--- src/fpu_pkg.sv ---
// fpu package: widths, operation codes, flag layout and the single-precision word view
package fpu_pkg;

    localparam int num_lanes  = 2;
    localparam int num_warps  = 4;
    localparam int wid_bits   = 2;
    localparam int nr_bits    = 5;
    localparam int xlen       = 32;
    localparam int queue_size = 4;
    localparam int tag_bits   = 2;
    localparam int op_bits    = 4;

    // misc operation codes
    localparam logic [op_bits-1:0] op_sgnj   = 4'd0;
    localparam logic [op_bits-1:0] op_sgnjn  = 4'd1;
    localparam logic [op_bits-1:0] op_sgnjx  = 4'd2;
    localparam logic [op_bits-1:0] op_min    = 4'd3;
    localparam logic [op_bits-1:0] op_max    = 4'd4;
    localparam logic [op_bits-1:0] op_feq    = 4'd5;
    localparam logic [op_bits-1:0] op_flt    = 4'd6;
    localparam logic [op_bits-1:0] op_fle    = 4'd7;
    localparam logic [op_bits-1:0] op_fclass = 4'd8;

    // bit positions of the risc-v fclass mask
    localparam int cls_neg_inf  = 0;
    localparam int cls_neg_norm = 1;
    localparam int cls_neg_sub  = 2;
    localparam int cls_neg_zero = 3;
    localparam int cls_pos_zero = 4;
    localparam int cls_pos_sub  = 5;
    localparam int cls_pos_norm = 6;
    localparam int cls_pos_inf  = 7;
    localparam int cls_snan     = 8;
    localparam int cls_qnan     = 9;

    localparam logic [xlen-1:0] canonical_nan = 32'h7fc00000;

    typedef struct packed {
        logic nv;
        logic dz;
        logic of;
        logic uf;
        logic nx;
    } fflags_t;

    // one word, seen as raw bits or as ieee fields
    typedef union packed {
        logic [xlen-1:0] bits;
        struct packed {
            logic        sign;
            logic [7:0]  exp;
            logic [22:0] frac;
        } f;
    } fp32_t;

endpackage
--- src/fpu_unit.sv ---
// fpu unit: misc fp execute block with tag store, lane pipe, flag csr and commit buffer
`timescale 1ns/100ps

module fpu_unit import fpu_pkg::*; (
    input  logic                           clk,
    input  logic                           reset,
    input  logic                           req_valid,
    output logic                           req_ready,
    input  logic [wid_bits-1:0]            req_wid,
    input  logic [nr_bits-1:0]             req_rd,
    input  logic [num_lanes-1:0]           req_tmask,
    input  logic [op_bits-1:0]             req_op,
    input  logic [num_lanes-1:0][xlen-1:0] req_rs1,
    input  logic [num_lanes-1:0][xlen-1:0] req_rs2,
    output logic                           commit_valid,
    input  logic                           commit_ready,
    output logic [wid_bits-1:0]            commit_wid,
    output logic [nr_bits-1:0]             commit_rd,
    output logic [num_lanes-1:0]           commit_tmask,
    output logic [num_lanes-1:0][xlen-1:0] commit_data,
    input  logic [wid_bits-1:0]            csr_read_wid,
    output fflags_t                        csr_read_fflags,
    input  logic                           csr_clear_en,
    input  logic [wid_bits-1:0]            csr_clear_wid
);

    logic                           tags_full;
    logic                           pipe_ready_in;
    logic                           req_fire;
    logic [tag_bits-1:0]            req_tag;
    logic                           rsp_valid;
    logic                           rsp_ready;
    logic                           rsp_fire;
    logic [tag_bits-1:0]            rsp_tag;
    logic [num_lanes-1:0][xlen-1:0] rsp_result;
    fflags_t                        rsp_fflags;
    logic [wid_bits-1:0]            rsp_wid;
    logic [nr_bits-1:0]             rsp_rd;
    logic [num_lanes-1:0]           rsp_tmask;

    assign req_ready = pipe_ready_in && !tags_full;
    assign req_fire  = req_valid && req_ready;
    assign rsp_fire  = rsp_valid && rsp_ready;

    fpu_tag_store i_tag_store (
        .clk         (clk),
        .reset       (reset),
        .acquire_en  (req_fire),
        .write_wid   (req_wid),
        .write_rd    (req_rd),
        .write_tmask (req_tmask),
        .write_tag   (req_tag),
        .release_en  (rsp_fire),
        .read_tag    (rsp_tag),
        .read_wid    (rsp_wid),
        .read_rd     (rsp_rd),
        .read_tmask  (rsp_tmask),
        .full        (tags_full)
    );

    fpu_misc_pipe i_misc_pipe (
        .clk       (clk),
        .reset     (reset),
        .valid_in  (req_valid && !tags_full),
        .ready_in  (pipe_ready_in),
        .op        (req_op),
        .lane_mask (req_tmask),
        .dataa     (req_rs1),
        .datab     (req_rs2),
        .tag_in    (req_tag),
        .valid_out (rsp_valid),
        .ready_out (rsp_ready),
        .result    (rsp_result),
        .fflags    (rsp_fflags),
        .tag_out   (rsp_tag)
    );

    // flags accrue on the warp whose result is leaving the pipe
    fpu_fflags_csr i_fflags_csr (
        .clk          (clk),
        .reset        (reset),
        .write_enable (rsp_fire),
        .write_wid    (rsp_wid),
        .write_fflags (rsp_fflags),
        .clear_en     (csr_clear_en),
        .clear_wid    (csr_clear_wid),
        .read_wid     (csr_read_wid),
        .read_fflags  (csr_read_fflags)
    );

    fpu_rsp_buffer i_rsp_buffer (
        .clk        (clk),
        .reset      (reset),
        .valid_in   (rsp_valid),
        .ready_in   (rsp_ready),
        .wid_in     (rsp_wid),
        .rd_in      (rsp_rd),
        .tmask_in   (rsp_tmask),
        .result_in  (rsp_result),
        .valid_out  (commit_valid),
        .ready_out  (commit_ready),
        .wid_out    (commit_wid),
        .rd_out     (commit_rd),
        .tmask_out  (commit_tmask),
        .result_out (commit_data)
    );

endmodule

--- src/fpu_fflags_csr.sv ---
// fpu fflags csr: accrued exception flags per warp with read port and clear
`timescale 1ns/100ps

module fpu_fflags_csr import fpu_pkg::*; (
    input  logic                clk,
    input  logic                reset,
    input  logic                write_enable,
    input  logic [wid_bits-1:0] write_wid,
    input  fflags_t             write_fflags,
    input  logic                clear_en,
    input  logic [wid_bits-1:0] clear_wid,
    input  logic [wid_bits-1:0] read_wid,
    output fflags_t             read_fflags
);

    fflags_t fflags_q [num_warps];

    always_ff @(posedge clk) begin
        if (reset) begin
            for (int w = 0; w < num_warps; w++) begin
                fflags_q[w] <= '0;
            end
        end else begin
            for (int w = 0; w < num_warps; w++) begin
                // clear wins over a same-cycle accrue
                if (clear_en && clear_wid == wid_bits'(w)) begin
                    fflags_q[w] <= '0;
                end else if (write_enable && write_wid == wid_bits'(w)) begin
                    fflags_q[w] <= fflags_q[w] | write_fflags;
                end
            end
        end
    end

    assign read_fflags = fflags_q[read_wid];

endmodule

--- src/fpu_rsp_buffer.sv ---
// two-entry skid buffer holding fpu results in front of the commit port
`timescale 1ns/100ps

module fpu_rsp_buffer import fpu_pkg::*; (
    input  logic                           clk,
    input  logic                           reset,
    input  logic                           valid_in,
    output logic                           ready_in,
    input  logic [wid_bits-1:0]            wid_in,
    input  logic [nr_bits-1:0]             rd_in,
    input  logic [num_lanes-1:0]           tmask_in,
    input  logic [num_lanes-1:0][xlen-1:0] result_in,
    output logic                           valid_out,
    input  logic                           ready_out,
    output logic [wid_bits-1:0]            wid_out,
    output logic [nr_bits-1:0]             rd_out,
    output logic [num_lanes-1:0]           tmask_out,
    output logic [num_lanes-1:0][xlen-1:0] result_out
);

    logic                           skid_valid;
    logic [wid_bits-1:0]            skid_wid;
    logic [nr_bits-1:0]             skid_rd;
    logic [num_lanes-1:0]           skid_tmask;
    logic [num_lanes-1:0][xlen-1:0] skid_result;
    logic                           out_move;

    assign ready_in = !skid_valid;
    assign out_move = !valid_out || ready_out;

    always_ff @(posedge clk) begin
        if (reset) begin
            valid_out  <= 1'b0;
            skid_valid <= 1'b0;
        end else if (out_move) begin
            valid_out  <= skid_valid || valid_in;
            skid_valid <= 1'b0;
        end else if (valid_in && ready_in) begin
            skid_valid <= 1'b1;
        end
    end

    always_ff @(posedge clk) begin
        if (out_move) begin
            // drain the skid entry first to keep order
            wid_out    <= skid_valid ? skid_wid : wid_in;
            rd_out     <= skid_valid ? skid_rd : rd_in;
            tmask_out  <= skid_valid ? skid_tmask : tmask_in;
            result_out <= skid_valid ? skid_result : result_in;
        end else if (valid_in && ready_in) begin
            skid_wid    <= wid_in;
            skid_rd     <= rd_in;
            skid_tmask  <= tmask_in;
            skid_result <= result_in;
        end
    end

    // an item refused while the skid entry is taken must wait unchanged at the input
    assert property (@(posedge clk) disable iff (reset)
        valid_in && !ready_in |=> valid_in && $stable(wid_in) && $stable(rd_in)
            && $stable(tmask_in) && $stable(result_in));

endmodule

--- src/fpu_misc_pipe.sv ---
// fpu misc pipe: two-stage lane pipe for sign injection, min/max, compares and classify
`timescale 1ns/100ps

module fpu_misc_pipe import fpu_pkg::*; (
    input  logic                            clk,
    input  logic                            reset,
    input  logic                            valid_in,
    output logic                            ready_in,
    input  logic [op_bits-1:0]              op,
    input  logic [num_lanes-1:0]            lane_mask,
    input  logic [num_lanes-1:0][xlen-1:0]  dataa,
    input  logic [num_lanes-1:0][xlen-1:0]  datab,
    input  logic [tag_bits-1:0]             tag_in,
    output logic                            valid_out,
    input  logic                            ready_out,
    output logic [num_lanes-1:0][xlen-1:0]  result,
    output fflags_t                         fflags,
    output logic [tag_bits-1:0]             tag_out
);

    logic                           s1_valid;
    logic                           s1_ready;
    logic                           s2_ready;
    logic [op_bits-1:0]             s1_op;
    logic [num_lanes-1:0]           s1_mask;
    logic [num_lanes-1:0][xlen-1:0] s1_a;
    logic [num_lanes-1:0][xlen-1:0] s1_b;
    logic [tag_bits-1:0]            s1_tag;
    logic [num_lanes-1:0][xlen-1:0] res_d;
    logic [num_lanes-1:0]           nv_d;
    fflags_t                        flags_d;

    function automatic logic [9:0] fclass(fp32_t v);
        logic exp_max;
        logic exp_zero;
        logic frac_zero;
        exp_max   = &v.f.exp;
        exp_zero  = ~|v.f.exp;
        frac_zero = ~|v.f.frac;
        fclass    = '0;
        if (exp_max && frac_zero) begin
            fclass[v.f.sign ? cls_neg_inf : cls_pos_inf] = 1'b1;
        end else if (exp_max) begin
            // quiet bit is the top fraction bit
            fclass[v.f.frac[22] ? cls_qnan : cls_snan] = 1'b1;
        end else if (exp_zero && frac_zero) begin
            fclass[v.f.sign ? cls_neg_zero : cls_pos_zero] = 1'b1;
        end else if (exp_zero) begin
            fclass[v.f.sign ? cls_neg_sub : cls_pos_sub] = 1'b1;
        end else begin
            fclass[v.f.sign ? cls_neg_norm : cls_pos_norm] = 1'b1;
        end
    endfunction

    // total order on non-nan values, -0 below +0
    function automatic logic less_than(fp32_t a, fp32_t b);
        if (a.f.sign != b.f.sign) begin
            return a.f.sign;
        end
        return a.f.sign ? (a.bits > b.bits) : (a.bits < b.bits);
    endfunction

    assign s2_ready = !valid_out || ready_out;
    assign s1_ready = !s1_valid || s2_ready;
    assign ready_in = s1_ready;

    always_comb begin
        fp32_t      a;
        fp32_t      b;
        logic [9:0] cls_a;
        logic [9:0] cls_b;
        logic       nan_a;
        logic       nan_b;
        logic       nan_any;
        logic       snan_any;
        logic       zeros;
        logic       lt;
        logic       eq;
        res_d = '0;
        nv_d  = '0;
        for (int i = 0; i < num_lanes; i++) begin
            a        = s1_a[i];
            b        = s1_b[i];
            cls_a    = fclass(a);
            cls_b    = fclass(b);
            nan_a    = cls_a[cls_snan] | cls_a[cls_qnan];
            nan_b    = cls_b[cls_snan] | cls_b[cls_qnan];
            nan_any  = nan_a | nan_b;
            snan_any = cls_a[cls_snan] | cls_b[cls_snan];
            zeros    = (cls_a[cls_neg_zero] | cls_a[cls_pos_zero])
                     & (cls_b[cls_neg_zero] | cls_b[cls_pos_zero]);
            // compares see -0 and +0 as equal
            lt = less_than(a, b) && !zeros;
            eq = (a.bits == b.bits) || zeros;
            case (s1_op)
                op_sgnj:  res_d[i] = {b.f.sign, a.bits[xlen-2:0]};
                op_sgnjn: res_d[i] = {~b.f.sign, a.bits[xlen-2:0]};
                op_sgnjx: res_d[i] = {a.f.sign ^ b.f.sign, a.bits[xlen-2:0]};
                op_min, op_max: begin
                    if (nan_a && nan_b) begin
                        res_d[i] = canonical_nan;
                    end else if (nan_a) begin
                        res_d[i] = b.bits;
                    end else if (nan_b) begin
                        res_d[i] = a.bits;
                    end else if (less_than(a, b) == (s1_op == op_min)) begin
                        res_d[i] = a.bits;
                    end else begin
                        res_d[i] = b.bits;
                    end
                    nv_d[i] = snan_any;
                end
                op_feq: begin
                    res_d[i] = xlen'(!nan_any && eq);
                    nv_d[i]  = snan_any;
                end
                op_flt: begin
                    res_d[i] = xlen'(!nan_any && lt);
                    nv_d[i]  = nan_any;
                end
                op_fle: begin
                    res_d[i] = xlen'(!nan_any && (lt || eq));
                    nv_d[i]  = nan_any;
                end
                op_fclass: res_d[i] = xlen'(cls_a);
                default:   res_d[i] = '0;
            endcase
            if (!s1_mask[i]) begin
                res_d[i] = '0;
                nv_d[i]  = 1'b0;
            end
        end
        flags_d    = '0;
        flags_d.nv = |nv_d;
    end

    always_ff @(posedge clk) begin
        if (reset) begin
            s1_valid  <= 1'b0;
            valid_out <= 1'b0;
        end else begin
            if (s1_ready) begin
                s1_valid <= valid_in;
            end
            if (s2_ready) begin
                valid_out <= s1_valid;
            end
        end
    end

    always_ff @(posedge clk) begin
        if (s1_ready && valid_in) begin
            s1_op   <= op;
            s1_mask <= lane_mask;
            s1_a    <= dataa;
            s1_b    <= datab;
            s1_tag  <= tag_in;
        end
        if (s2_ready && s1_valid) begin
            result  <= res_d;
            fflags  <= flags_d;
            tag_out <= s1_tag;
        end
    end

endmodule

--- src/fpu_tag_store.sv ---
// fpu tag store: index buffer holding request metadata while the request is in flight
`timescale 1ns/100ps

module fpu_tag_store import fpu_pkg::*; (
    input  logic                 clk,
    input  logic                 reset,
    input  logic                 acquire_en,
    input  logic [wid_bits-1:0]  write_wid,
    input  logic [nr_bits-1:0]   write_rd,
    input  logic [num_lanes-1:0] write_tmask,
    output logic [tag_bits-1:0]  write_tag,
    input  logic                 release_en,
    input  logic [tag_bits-1:0]  read_tag,
    output logic [wid_bits-1:0]  read_wid,
    output logic [nr_bits-1:0]   read_rd,
    output logic [num_lanes-1:0] read_tmask,
    output logic                 full
);

    logic [queue_size-1:0] valid_q;
    logic [wid_bits-1:0]   wid_mem   [queue_size];
    logic [nr_bits-1:0]    rd_mem    [queue_size];
    logic [num_lanes-1:0]  tmask_mem [queue_size];

    // lowest free entry wins
    always_comb begin
        write_tag = '0;
        for (int i = queue_size - 1; i >= 0; i--) begin
            if (!valid_q[i]) begin
                write_tag = tag_bits'(i);
            end
        end
    end

    assign full = &valid_q;

    always_ff @(posedge clk) begin
        if (reset) begin
            valid_q <= '0;
        end else begin
            if (acquire_en) begin
                valid_q[write_tag] <= 1'b1;
            end
            if (release_en) begin
                valid_q[read_tag] <= 1'b0;
            end
        end
    end

    always_ff @(posedge clk) begin
        if (acquire_en) begin
            wid_mem[write_tag]   <= write_wid;
            rd_mem[write_tag]    <= write_rd;
            tmask_mem[write_tag] <= write_tmask;
        end
    end

    assign read_wid   = wid_mem[read_tag];
    assign read_rd    = rd_mem[read_tag];
    assign read_tmask = tmask_mem[read_tag];

    // the request side must hold off while every entry is taken
    assert property (@(posedge clk) disable iff (reset) acquire_en |-> !full);

    // a response can only come back for a tag that was handed out
    assert property (@(posedge clk) disable iff (reset) release_en |-> valid_q[read_tag]);

endmodule

--- config.mk ---
export PLATFORM = sky130hd
export DESIGN_NAME = fpu_unit
export DESIGN_NICKNAME = d
export VERILOG_FILES = /design/src/fpu_pkg.sv /design/src/fpu_unit.sv /design/src/fpu_fflags_csr.sv /design/src/fpu_rsp_buffer.sv /design/src/fpu_misc_pipe.sv /design/src/fpu_tag_store.sv
export SDC_FILE = /design/constraint.sdc
export NUM_CORES = 1
export LEC_CHECK = 0
export BUFFER_PORTS_ARGS = -buffer_cell sky130_fd_sc_hd__buf_4
export CAP_MARGIN = 20
export CORE_ASPECT_RATIO = 1.5
export CORE_MARGIN = 2
export CORE_UTILIZATION = 58
export DETAILED_ROUTE_END_ITERATION = 16
export GPL_TIMING_DRIVEN = 1
export PLACE_DENSITY_LB_ADDON = 0.15
export SLEW_MARGIN = 20
export SYNTH_ARGS = -nofsm -noshare
export SYNTH_HDL_FRONTEND = slang
export SYNTH_HIERARCHICAL = 1
export SYNTH_SLANG_ARGS = --single-unit
--- constraint.sdc ---
create_clock -name clk -period 10.2 [get_ports clk]
set_input_delay 1.53 -clock clk [delete_from_list [all_inputs] [get_ports clk]]
set_output_delay 1.53 -clock clk [all_outputs]
set_load 0.005 [all_outputs]
Word-level counts from Yosys, hierarchy flattened
Memory sizes are Yosys's and may differ from the RTL's. A register that Yosys moved wholly into a read port is not among the register bits.
Cells that the tools add are included.
- word-level logic and storage cells: 407
- bits in writable memories: 56
- bits in registers: 357
- input bits: 150
- memories: 4
- output and inout bits: 80
- memories (memory ; words ; width ; rd ports ; clocked after Yosys merged registers in ; write ports ; RTL line ; RTL):
    i_fflags_csr.fflags_q ; 4 ; 5 ; 5 ; 0 ; 4 ; fpu_fflags_csr.sv:16 ; fflags_t fflags_q [num_warps];
    i_tag_store.rd_mem ; 4 ; 5 ; 1 ; 1 ; 1 ; fpu_tag_store.sv:22 ; logic [nr_bits-1:0] rd_mem [queue_size];
    i_tag_store.tmask_mem ; 4 ; 2 ; 1 ; 1 ; 1 ; fpu_tag_store.sv:23 ; logic [num_lanes-1:0] tmask_mem [queue_size];
    i_tag_store.wid_mem ; 4 ; 2 ; 1 ; 1 ; 1 ; fpu_tag_store.sv:21 ; logic [wid_bits-1:0] wid_mem [queue_size];
- mux-type cells: 174
- bitwise gates (word level): 34
- reduce and logical (&&, ||, !) cells: 101
- equality and inequality tests: 20
- magnitude comparators: 48
- operators with widths (kind ; number):
    greater-or-equal comparator 32 x 1 -> 1 bit, second input constant ; 20
    less-than comparator 32 x 6 -> 1 bit, second input constant ; 20
    case mux 32 bit (8 select lines) ; 2
    two-way mux 32 bit ; 8
    two-way mux 10 bit ; 16
    OR reduction 23 bit ; 4
    two-way mux 1 bit ; 86
    demux 1 bit (select 4 bit) ; 20
    equality test 32 bit ; 2
    > comparator 32 bit ; 2
    less-than comparator 32 bit ; 2
    two-way mux 64 bit ; 1
    logical AND 1 bit ; 54
    two-way mux 3 bit ; 16
    two-way mux 5 bit ; 9
    AND reduction 8 bit ; 4
    OR reduction 8 bit ; 4
    OR 1 bit ; 20
    OR 5 bit ; 4
    two-way mux 2 bit ; 9
    logical NOT 1 bit ; 17
    equality test 4 x 3 -> 1 bit, second input constant ; 4
    two-way mux 4 bit ; 3
    equality test 2 bit, second input constant ; 4
    23 further kinds ; 46

Depth between registers and ports, before layout
Gate-level depths: netlist of run 1.
- depth after elaboration: 25
- gate-level depth with buffers: 13
- mapped depth without buffers: 11

Modules after synthesis
The synthesis of run 1 kept the hierarchy.
- by module, submodules not included (module ; instances ; area an instance (sq um) ; cells an instance ; seq. area each (sq um)):
    fpu_misc_pipe ; 1 ; 9663.0 ; 729 ; 6135.9
    fpu_rsp_buffer ; 1 ; 5348.9 ; 235 ; 4424.2
    fpu_tag_store ; 1 ; 1522.7 ; 77 ; 1161.1
    fpu_fflags_csr ; 1 ; 1028.5 ; 83 ; 600.6
    fpu_unit ; 1 ; 27.5 ; 4 ; 0.0

Worst setup path before layout of run 1
No wires, ideal clock.
- kind: input -> register
- start: in commit_ready
- end: reg i_rsp_buffer.skid_rd[0], enable pin
- path slack: 0.795 ns
- data arrival time: 8.797 ns
- library setup time: 0.609 ns
- stages: 2
- data required time: 9.591 ns
- buffers on the path: 0
- path through: nand2b_1 -> nor3b_1
- word-level cells in the longest chain between the ends: 3
- RTL lines (what ; RTL line ; RTL):
    from (decl) ; fpu_unit.sv:16 ; input logic commit_ready,
    logical OR 1 bit ; fpu_rsp_buffer.sv:29 ; assign out_move = !valid_out || ready_out;
    inverter 1 bit (no source line) ; n/a ;
    AND reduction 2 bit (no source line) ; n/a ;
    to (signal assigned) ; fpu_rsp_buffer.sv:52 ; skid_rd <= rd_in;
    to (decl) ; fpu_rsp_buffer.sv:23 ; logic [nr_bits-1:0] skid_rd;
No other way between the ends.
A chain may end at the register's enable or synchronous reset.

Final worst setup path of run 1
- start: reg i_misc_pipe/s1_a[49] in the netlist's numbering
- end: reg i_misc_pipe/result[54] in the netlist's numbering (data pin)
- word-level cells in the longest chain between the ends: 13
- elaborated cells between the ends (all ways): 23
- those cells by class: order compare: 2; eq/ne: 1; mux: 14; bitwise: 1; reduce/logical: 5
- RTL lines (what ; RTL line ; RTL):
    from (decl) ; fpu_misc_pipe.sv:26 ; logic [num_lanes-1:0][xlen-1:0] s1_a;
    from (signal assigned) ; fpu_misc_pipe.sv:155 ; s1_a <= dataa;
    less-than comparator 32 bit / > comparator 32 bit (equally long branches) ; fpu_misc_pipe.sv:60 ; return a.f.sign ? (a.bits > b.bits) : (a.bits < b.bits);
    two-way mux 1 bit (2 in series) ; fpu_misc_pipe.sv:60 ;
    two-way mux 1 bit ; fpu_misc_pipe.sv:104 ; end else if (nan_b) begin
    two-way mux 1 bit ; fpu_misc_pipe.sv:102 ; end else if (nan_a) begin
    two-way mux 1 bit ; fpu_misc_pipe.sv:100 ; if (nan_a && nan_b) begin
    two-way mux 1 bit ; fpu_misc_pipe.sv:95 ; case (s1_op)
    equality test 1 bit ; fpu_misc_pipe.sv:106 ; end else if (less_than(a, b) == (s1_op == op_min)) begin
    two-way mux 32 bit ; fpu_misc_pipe.sv:106 ;
    two-way mux 32 bit ; fpu_misc_pipe.sv:104 ;
    two-way mux 32 bit ; fpu_misc_pipe.sv:102 ;
    two-way mux 32 bit * ; fpu_misc_pipe.sv:100 ;
    case mux 32 bit (8 select lines) * ; fpu_misc_pipe.sv:95 ;
    to (signal assigned) ; fpu_misc_pipe.sv:160 ; result <= res_d;
    to (decl) ; fpu_misc_pipe.sv:16 ; output logic [num_lanes-1:0][xlen-1:0] result,
Every way passes the cells marked *; elsewhere a longest branch is shown, timed or not. The select of a mux whose other input is x is not followed.

==> results of run 1 <==
critical path: cells and delay by family, from the launching register on:
family	cells	cell delay (ps)
compound gates	6	2210
fa+ha+maj	1	340
flops	1	420
mux	2	670
simple gates	1	60
cells in the mapped netlist, drive strengths merged (6+ instances only):
| master | number | share of area [%] |
|---|---|---|
| nand4 | 31 | 1.1 |
| a22o | 38 | 1.9 |
| dfxtp | 8 | 0.91 |
| a221o | 11 | 0.63 |
| a21oi | 34 | 1.0 |
| o21ai | 9 | 0.26 |
| nand2b | 6 | 0.21 |
| nor3 | 45 | 1.3 |
| nand3 | 16 | 0.46 |
| nor2 | 61 | 1.3 |
| mux2 | 74 | 4.8 |
| mux4 | 14 | 1.9 |
| a32oi | 6 | 0.30 |
| o22ai | 17 | 0.60 |
| ha | 64 | 4.6 |
| nand2 | 43 | 0.92 |
| and2 | 7 | 0.25 |
| edfxtp | 405 | 69 |
| buf | 20 | 0.93 |
| clkbuf | 17 | 0.36 |
| nor4 | 39 | 1.4 |
| mux2i | 12 | 0.70 |
| inv | 72 | 1.5 |
| nor2b | 8 | 0.28 |
| nor3b | 6 | 0.28 |
through the flow:
step,setup slack (ps),instance area (sq um)
after floorplan,795,17600
after global placement,6360,19700
after detailed placement,6340,19700
after CTS,6350,20900
after global routing,6120,20900
final,6350,20900
where the power goes:
part	internal [mW]	total, mW	leakage, nW	switching (mW)
combinational	0.128	0.253	3.23	0.125
sequential	1.95	2.01	3.94	0.0582
clock	0.802	1.41	0.615	0.608
total	2.88	3.67	7.79	0.791
sequential cells by signal (all words and copies together), names as in the netlist, 4 cells and up:
register,count
i_rsp_buffer/skid_result,64
i_misc_pipe/s1_a,64
i_tag_store/wid_mem,8
i_tag_store/rd_mem,20
i_rsp_buffer/skid_rd,5
i_misc_pipe/result,64
i_fflags_csr/fflags_q,20
i_rsp_buffer/rd_out,5
i_tag_store/valid_q,4
i_rsp_buffer/result_out,64
i_misc_pipe/s1_op,4
i_tag_store/tmask_mem,8
i_misc_pipe/s1_b,64
worst min path at each step:
stage / endpoint / slack [ps] / cells after the start
3_3_place_gp: i_misc_pipe/tag_out[1] / 410 / 0
4_1_cts: i_rsp_buffer/skid_result[32] / 430 / 0
6_report: i_misc_pipe/tag_out[1] / 430 / 0
2_1_floorplan: i_misc_pipe/tag_out[0] / 400 / 0
5_1_grt: i_misc_pipe/tag_out[1] / 440 / 0
3_5_place_dp: i_misc_pipe/tag_out[1] / 420 / 0
per-layer routing:
| layer | vias up | GRT usage, % | wire [um] |
|---|---|---|---|
| met5 | - | 0 | 0 |
| met4 | 0 | 11.3 | 1850 |
| met3 | 102 | 3.50 | 1980 |
| met2 | 379 | 45.6 | 21200 |
| met1 | 5205 | 28.2 | 14200 |
| li1 | 4962 | - | - |
cells by family after synthesis:
group	after synthesis
other cells	1
fa+ha+maj	64
buf+inv	109
flops	413
mux	100
compound gates	159
simple gates	280
xor+xnor	2
cell type report:
| type | instances | share of cell area [%] |
|---|---|---|
| Clock buffer | 48 | 4.92 |
| Clock inverter | 23 | 1.01 |
| Inverter | 72 | 1.29 |
| Multi-Input combinational cell | 609 | 23.0 |
| Sequential cell | 413 | 58.8 |
| Tap cell | 400 | 2.39 |
| Timing Repair Buffer | 238 | 8.53 |
==> flow_summary.ini, run 1 <==
[status]
outcome = completed

[timing]
tns_ps = 0
max_slew.worst_pin.slew_ps = 1080
rsz0062_at_grt = no
finalClockSkew_ps = 17.7
finalCriticalPeriod_ps = 3850
slew_headroom_pct = 28.1
whs_ps = 430
fmax_mhz = 260
finalMaxSlewViolations = 0
final_hold_viol_count = 0
setup_viol = 0
min_period_over_period_pct = 37.7

[cells_and_area]
num_antenna_cells = 0
area_delta_synth_final_pct = 19.1
fin_cells = 1803
fill_cells = 2086
final_util_pct = 69.7
final_common_cell = edfxtp_1
seq_area_sq_um = 12300
multiInputGateArea_sq_um = 4820
layout-drive-gt1-share_pct = 25.6
fin_nets = 1587
final_cell_mix = edfxtp_1 (405), buf_4 (238), inv_1 (72)

[floorplan]
start_util_pct = 58.5
coreArea_sq_um = 30100
die_area_sq_um = 31800
ioPinCount = 230
die_x_um = 146
rows = 78
die_h_um = 217

[clock_tree]
clkTransAtPathRegs_ps = 60
cts_made_buffers = 39
cts_tree = yes
htree_levels = 2
clock_path_buffers = 3
cts_root_buf = clkbuf_16
post_cts_resized = 0
cts_setup_buffers = 0
cts_hold_buf = 0
clock_sinks = 413
clk_latency_ps = 550

[min_path]
hold_path_class = flop to flop
min_from = i_misc_pipe/s1_tag[1]

[yosys]
synth_edf_count = 405
synth-xor-area-share_pct = 0.0996
syn_avg_cell_area_sq_um = 15.6
yosys.area_share.simple_pct = 8.29
syn_inst = 1128
syn_area_sq_um = 17600
synthAdderAreaFrac_pct = 4.55
yosys_warnings = 6
ys_types = 69
synth_seq_cells = 413
synth_top_family_by_area = simple AND/OR/NAND/NOR gates
ys.flop_type = edfxtp_1
ys_seq_area_share_pct = 70.0
async_flop_share_pct = 0
synthMuxAreaShare_pct = 7.32
synth_compound_area_share_pct = 6.84

[place]
portBuffers = 229
place.gp.congestion = 0.881
post-place-cells = 1732
place.detailed.hpwl_mm = 28.1

[worst_setup_path]
critical_path_class = flop to flop
crit_slowest_cell = o311a_1
required_ps = 10600
startpoint = i_misc_pipe/s1_a[49]
path_cells = ha_1, a21oi_1, nor2_1, a211oi_1, o21ai_1, a211oi_2, mux2_4, mux2i_2, o311a_1, a22o_1
cp-end-kind = flop
rr_startpoint = i_misc_pipe/s1_a[49]
startpoint_type = flop
path_max_fanout = 17
worstSetupEndpoint = i_misc_pipe/result[54]
rrSetupSlack_ps = 6350
reg2reg_depth = 10
cpPeakStageDelay_ps = 690
arrival_ps = 4240
r2r_end = i_misc_pipe/result[54]

[global_route]
grtUsageTotal_pct = 24.6
grt-ovfl-total = 0
grt_start_max_net_pins = 77
grt_antenna_before_repair = 0
grt_pass1_vias = 10800
grt_pass1_wl_mm = 59.4

[power_and_ir_drop]
leakagePower_nw = 7.79
power.total_mw = 3.67
vdd_drop_max_v = 0.000157
power_density_nw_per_um2 = 175

[job]
drv_cap = 0

[route]
avgViaCountPerCell = 5.91
wirelength_mm = 39.2
wl_per_cell_um = 21.7
first_pass_iters = 5
drc = 0
drt_iter0_drc = 758
ant_nets = 0
vias = 10600
(Power assumes the default switching activity.)
==> inputs of run 2 (changes only) <==
Settings changed: CORE_UTILIZATION 58 to 52.
Clock period 10.2 ns to 3.2 ns, I/O delays scaled along.
==> flow_summary.ini, run 2 (synthesized netlist as in run 1, its figures left out) <==
[route]
avgViaCountPerCell = 5.66
drt_iter0_drc = 723
wirelength_mm = 42.2
ant_nets = 0
drc = 0
vias = 11400
wl_per_cell_um = 20.9
first_pass_iters = 5

[clock_tree]
htree_levels = 2
clock_path_buffers = 3
cts_root_buf = clkbuf_16
clock_sinks = 413
cts_made_buffers = 39
cts_tree = yes
clkTransAtPathRegs_ps = 70
clk_latency_ps = 540

[cells_and_area]
fin_nets = 1786
num_antenna_cells = 0
final_cell_mix = buf_4 (412), edfxtp_1 (405), inv_1 (72)
area_delta_synth_final_pct = 30.5
final_util_pct = 68.8
layout-drive-gt1-share_pct = 36.6
final_common_cell = buf_4

[place]
dp_slack_ps = -379
portBuffers = 229
place.gp.congestion = 0.874
place.detailed.hpwl_mm = 30.1

[global_route]
grt_pass1_vias = 11900
grt_start_max_net_pins = 81
grtUsageTotal_pct = 24.0
grt_use_met3_pct = 3.33
grt-ovfl-total = 0
grt_antenna_before_repair = 0
grt_util_met1_pct = 27.8
grt-busiest-layer = met2
met2_usage_pct = 44.2
grt_pass1_wl_mm = 64.9

[power_and_ir_drop]
p_comb_share_pct = 9.3
clock_power_share_pct = 38.7
vdd_drop_max_v = 0.000484
leakagePower_nw = 8.87
sw_frac_of_total_pct = 21.7
power_density_nw_per_um2 = 532
power.total_mw = 12.2
p_switching_mw = 2.64
internal_power_mw = 9.56
power_frac_seq_pct = 51.9

[timing]
setup_viol = 45
fmax_mhz = 300
finalClockSkew_ps = 14.2
rsz0062_at_grt = yes
finalCriticalPeriod_ps = 3340
slew_headroom_pct = 40.0
finalMaxSlewViolations = 0
tns_ps = -3780
max_slew.worst_pin.slew_ps = 897
setup_ws_ps = -135
final_hold_viol_count = 0
min_period_over_period_pct = 104

[worst_setup_path]
required_ps = 3490
path_max_fanout = 5
cp_num_buf_inv = 3
cp-end-kind = flop
crit_slowest_cell = o41a_1
arrival_ps = 3620
path_cells = ha_1, nor2b_1, o211ai_1, a21boi_2, o41a_1, or3_4, buf_6, a21oi_4, o21ai_2, nor3b_4, buf_6, buf_16, a221o_1
critical_path_class = flop to flop
cpPeakStageDelay_ps = 400
crit_path_frequent_cell = buf_6
cp_top_family = compound AO/OA/AOI/OAI gates
startpoint_type = flop

[min_path]
hold_path_class = input pin to flop

[floorplan]
die_x_um = 154
die_area_sq_um = 35300
start_util_pct = 52.8
ioPinCount = 230
coreArea_sq_um = 33300
rows = 82
die_h_um = 229

[status]
outcome = complete, but fails checks
violations = negative setup slack

[job]
drv_cap = 0
[run 2: path summary, 6_finish.rpt]
kind,start,depth (start not counted),slack (ps),to
worst max-delay path,i_misc_pipe/s1_a[1],13,-140,i_misc_pipe/result[7]
worst min-delay path,req_rs1[56],1,110,i_misc_pipe/s1_a[56]
worst max register to register,i_misc_pipe/s1_a[1],13,-140,i_misc_pipe/result[7]
worst min register to register,i_misc_pipe/s1_tag[1],0,420,i_misc_pipe/tag_out[1]
[run 2: layout make-up]
class	instances	area, sq um
clock buffer	48	1040
clock inverter	24	273
fill	2261	10400
inverter	72	270
multi-input combinational	609	5000
sequential	413	12300
tap	420	526
timing repair buffer	437	3520
[run 2: layer usage]
metal / vias to the layer above / part of all wire [%]
li1: 5364 / -
met1: 5604 / 37
met2: 363 / 53
met3: 110 / 4.8
met4: 0 / 4.6
met5: - / 0
[run 2: timing repair]
item | in CTS | in global routing
endpoints found under the setup margin | 50 | 64
setup buffers | 15 | 14
pin swaps | 48 | 21
gates resized for setup | 39 | 16
cloned | 3 | 3
hold buffers | 0 | 0
[run 2: worst register-to-register path: stages (launching register included)]
cell      delay (ps)
edfxtp_1         390
ha_1             320
nor2b_1          130
o211ai_1         220
a21boi_2          80
o41a_1           400
or3_4            370
buf_6            140
a21oi_4          160
o21ai_2           90
nor3b_4          180
buf_6            180
buf_16           130
a221o_1          300
[run 2: power groups by stage]
stage / clock, mW / sequential, mW / combinational, mW
4_1_cts: 4.83 / 6.34 / 1.10
3_3_place_gp: 0 / 6.45 / 1.01
5_1_grt: 5.06 / 6.36 / 1.23
6_report: 4.72 / 6.34 / 1.14
3_5_place_dp: 0 / 6.45 / 1.03
2_1_floorplan: 0 / 6.43 / 0.432
[run 2: per-stage QoR]
step	hold slack (ps)	cells	cell area [sq um]
global placement	407	1920	21100
floorplan	400	1131	17600
CTS	88.7	2010	22700
finish	112	2023	23000
global route	90.0	2023	23000
detailed placement	405	1920	21100
==> inputs of run 3 (changes only) <==
Settings changed: SYNTH_HIERARCHICAL 1 to default.
==> flow_summary.ini, run 3 <==
[status]
outcome = complete, but fails checks
violations = negative setup slack

[cells_and_area]
fin_nets = 1796
layout-drive-gt1-share_pct = 41.3
fin_cells = 2024
final_cell_mix = buf_4 (424), edfxtp_1 (389), mux2_2 (79)
final_common_cell = buf_4
final_util_pct = 69.4
final_area_sq_um = 22600
num_antenna_cells = 0
area_delta_synth_final_pct = 31.2

[clock_tree]
clock_path_buffers = 3
clock_sinks = 399
cts_made_buffers = 37
cts_tree = yes
clk_latency_ps = 540
cts_root_buf = clkbuf_16
htree_levels = 2
clkTransAtPathRegs_ps = 60
cts_hold_buf = 0

[yosys]
yosys-top-cells-count = edfxtp_1 (389), mux2_2 (86), inv_1 (75), ha_1 (64), nor2_1 (59)
synth_top_area_share_pct = 67.7
synth_seq_cells = 399
ys_types = 75
synth_edf_count = 389
synthTopCellsByArea = edfxtp_1 (68%), mux2_2 (5.6%), ha_1 (4.6%), a22o_1 (1.8%), inv_1 (1.6%)
syn_inst = 1140
synth_top_cell_by_area = edfxtp_1
syn_area_sq_um = 17300
ys.flop_type = edfxtp_1
yosys_warnings = 0
syn_avg_cell_area_sq_um = 15.1
async_flop_share_pct = 0
yosysMostFrequentCell = edfxtp_1
ys_seq_area_share_pct = 68.9

[global_route]
grt_pass1_wl_mm = 65.5
grt_pass1_vias = 11600
grtUsageTotal_pct = 24.4
grt_antenna_before_repair = 0
grt_start_max_net_pins = 139
grt-ovfl-total = 0

[worst_setup_path]
rrSetupSlack_ps = -100
critical_path_class = flop to flop
reg2reg_depth = 10
cp-end-kind = flop
rr_startpoint = i_misc_pipe.s1_a[59]
required_ps = 3610
r2r_end = i_misc_pipe.result[51]
startpoint_type = flop
arrival_ps = 3710
path_max_fanout = 8

[floorplan]
rows = 81
die_h_um = 227
coreArea_sq_um = 32600
die_x_um = 153
start_util_pct = 52.9
die_area_sq_um = 34700
ioPinCount = 230

[route]
drt_iter0_drc = 844
wl_per_cell_um = 21.2
first_pass_iters = 5
ant_nets = 0
vias = 11500
wirelength_mm = 42.9
drc = 0
avgViaCountPerCell = 5.68

[power_and_ir_drop]
power_frac_seq_pct = 52.3
p_switching_mw = 2.56
power.total_mw = 11.7
vdd_drop_max_v = 0.000447
sw_frac_of_total_pct = 21.9
power_density_nw_per_um2 = 515
p_comb_share_pct = 10.6
clock_power_share_pct = 37.1
leakagePower_nw = 8.82
internal_power_mw = 9.11

[timing]
setup_ws_ps = -101
slew_headroom_pct = 38.5
max_slew.worst_pin.slew_ps = 923
rsz0062_at_grt = yes
min_period_over_period_pct = 103
finalCriticalPeriod_ps = 3300
tns_ps = -1940
final_hold_viol_count = 0
whs_ps = 114
fmax_mhz = 303
finalClockSkew_ps = 29.7
setup_viol = 30
finalMaxSlewViolations = 0

[min_path]
holdPathEnd = i_misc_pipe.s1_b[49]
hold_depth = 1
hold_path_class = input pin to flop
min_from = req_rs2[49]

[place]
dp_slack_ps = -173
portBuffers = 225
postPlaceCellArea_sq_um = 20900
place.detailed.hpwl_mm = 31.6
post-place-cells = 1937
place.gp.congestion = 0.933

[job]
drv_cap = 0
-- run 3: cell count changes after synthesis, sizes merged, moves of 9 or more --
cell,previous run,this run
nor4,39,29
o22ai,17,3
a222oi,0,9
edfxtp,405,389
mux2,74,86
nand3,16,32
nor3,45,24
o21ai,9,20
mux2i,12,2
-- run 3: cell type report --
type                       count  area, sq um
clock buffer                  51         1020
sequential                   399        11900
tap                          415          519
timing repair buffer         438         3410
multi-input combinational    631         5350
clock inverter                15          161
inverter                      75          285
fill                        2347         9990
-- run 3: worst max-delay path: stages, from the launching register on --
cell and delay [ps]:
edfxtp_1 460, ha_4 310, nand4_1 170, or4_4 580
or3_4 370, a31oi_4 210, a21oi_2 100, a211o_4 310
o22ai_4 280, clkbuf_16 230, a22o_1 140
-- run 3: cells by family after synthesis --
family                     Yosys count  synth area share (%)
and+or+nand+nor                    265                  7.97
adders and majority gates           64                  4.64
muxes                               98                  7.03
DFF                                399                  68.9
buffers and inverters              114                  2.81
AOI/OAI and AO/OA                  195                  8.47
xor gates and xnor gates             4                 0.203
other                                1                0.0217
-- run 3: routing by layer --
layer / vias to the layer above / global-route usage, % / wire length [um] / share of wire, %
li1: 5415 / - / - / -
met1: 5628 / 32.7 / 18100 / 42
met2: 376 / 41.9 / 21400 / 50
met3: 82 / 3.03 / 2040 / 4.8
met4: 0 / 8.21 / 1370 / 3.2
met5: - / 0 / 0 / 0
-- run 3: power groups by stage --
stage          Sequential [mW]  Clock [mW]  Combinational, mW
2_1_floorplan             6.18           0              0.497
3_3_place_gp              6.20           0               1.10
3_5_place_dp              6.21           0               1.11
4_1_cts                   6.10        4.41               1.16
5_1_grt                   6.12        4.60               1.34
6_report                  6.10        4.33               1.24
-- run 3: worst max-delay path by stage --
stage | start | slack [ps] | endpoint | cells past startpoint
2_1_floorplan | i_rsp_buffer.skid_valid | -290 | i_tag_store.rd_mem[1][0] | 7
3_3_place_gp | i_misc_pipe.s1_a[33] | -240 | i_misc_pipe.result[32] | 10
3_5_place_dp | i_misc_pipe.s1_a[33] | -170 | i_misc_pipe.result[32] | 10
4_1_cts | i_misc_pipe.s1_a[58] | -80 | i_misc_pipe.result[49] | 10
5_1_grt | i_misc_pipe.s1_a[17] | -210 | i_misc_pipe.result[8] | 12
6_report | i_misc_pipe.s1_a[59] | -100 | i_misc_pipe.result[51] | 10
-- run 3: timing repair --
action | 4_1_cts | 5_1_grt
cloned | 3 | 2
pin swaps | 20 | 30
hold endpoints to repair | 0 | 0
resized for setup | 29 | 52
setup buffers | 6 | 11
endpoints found under the setup margin | 57 | 61
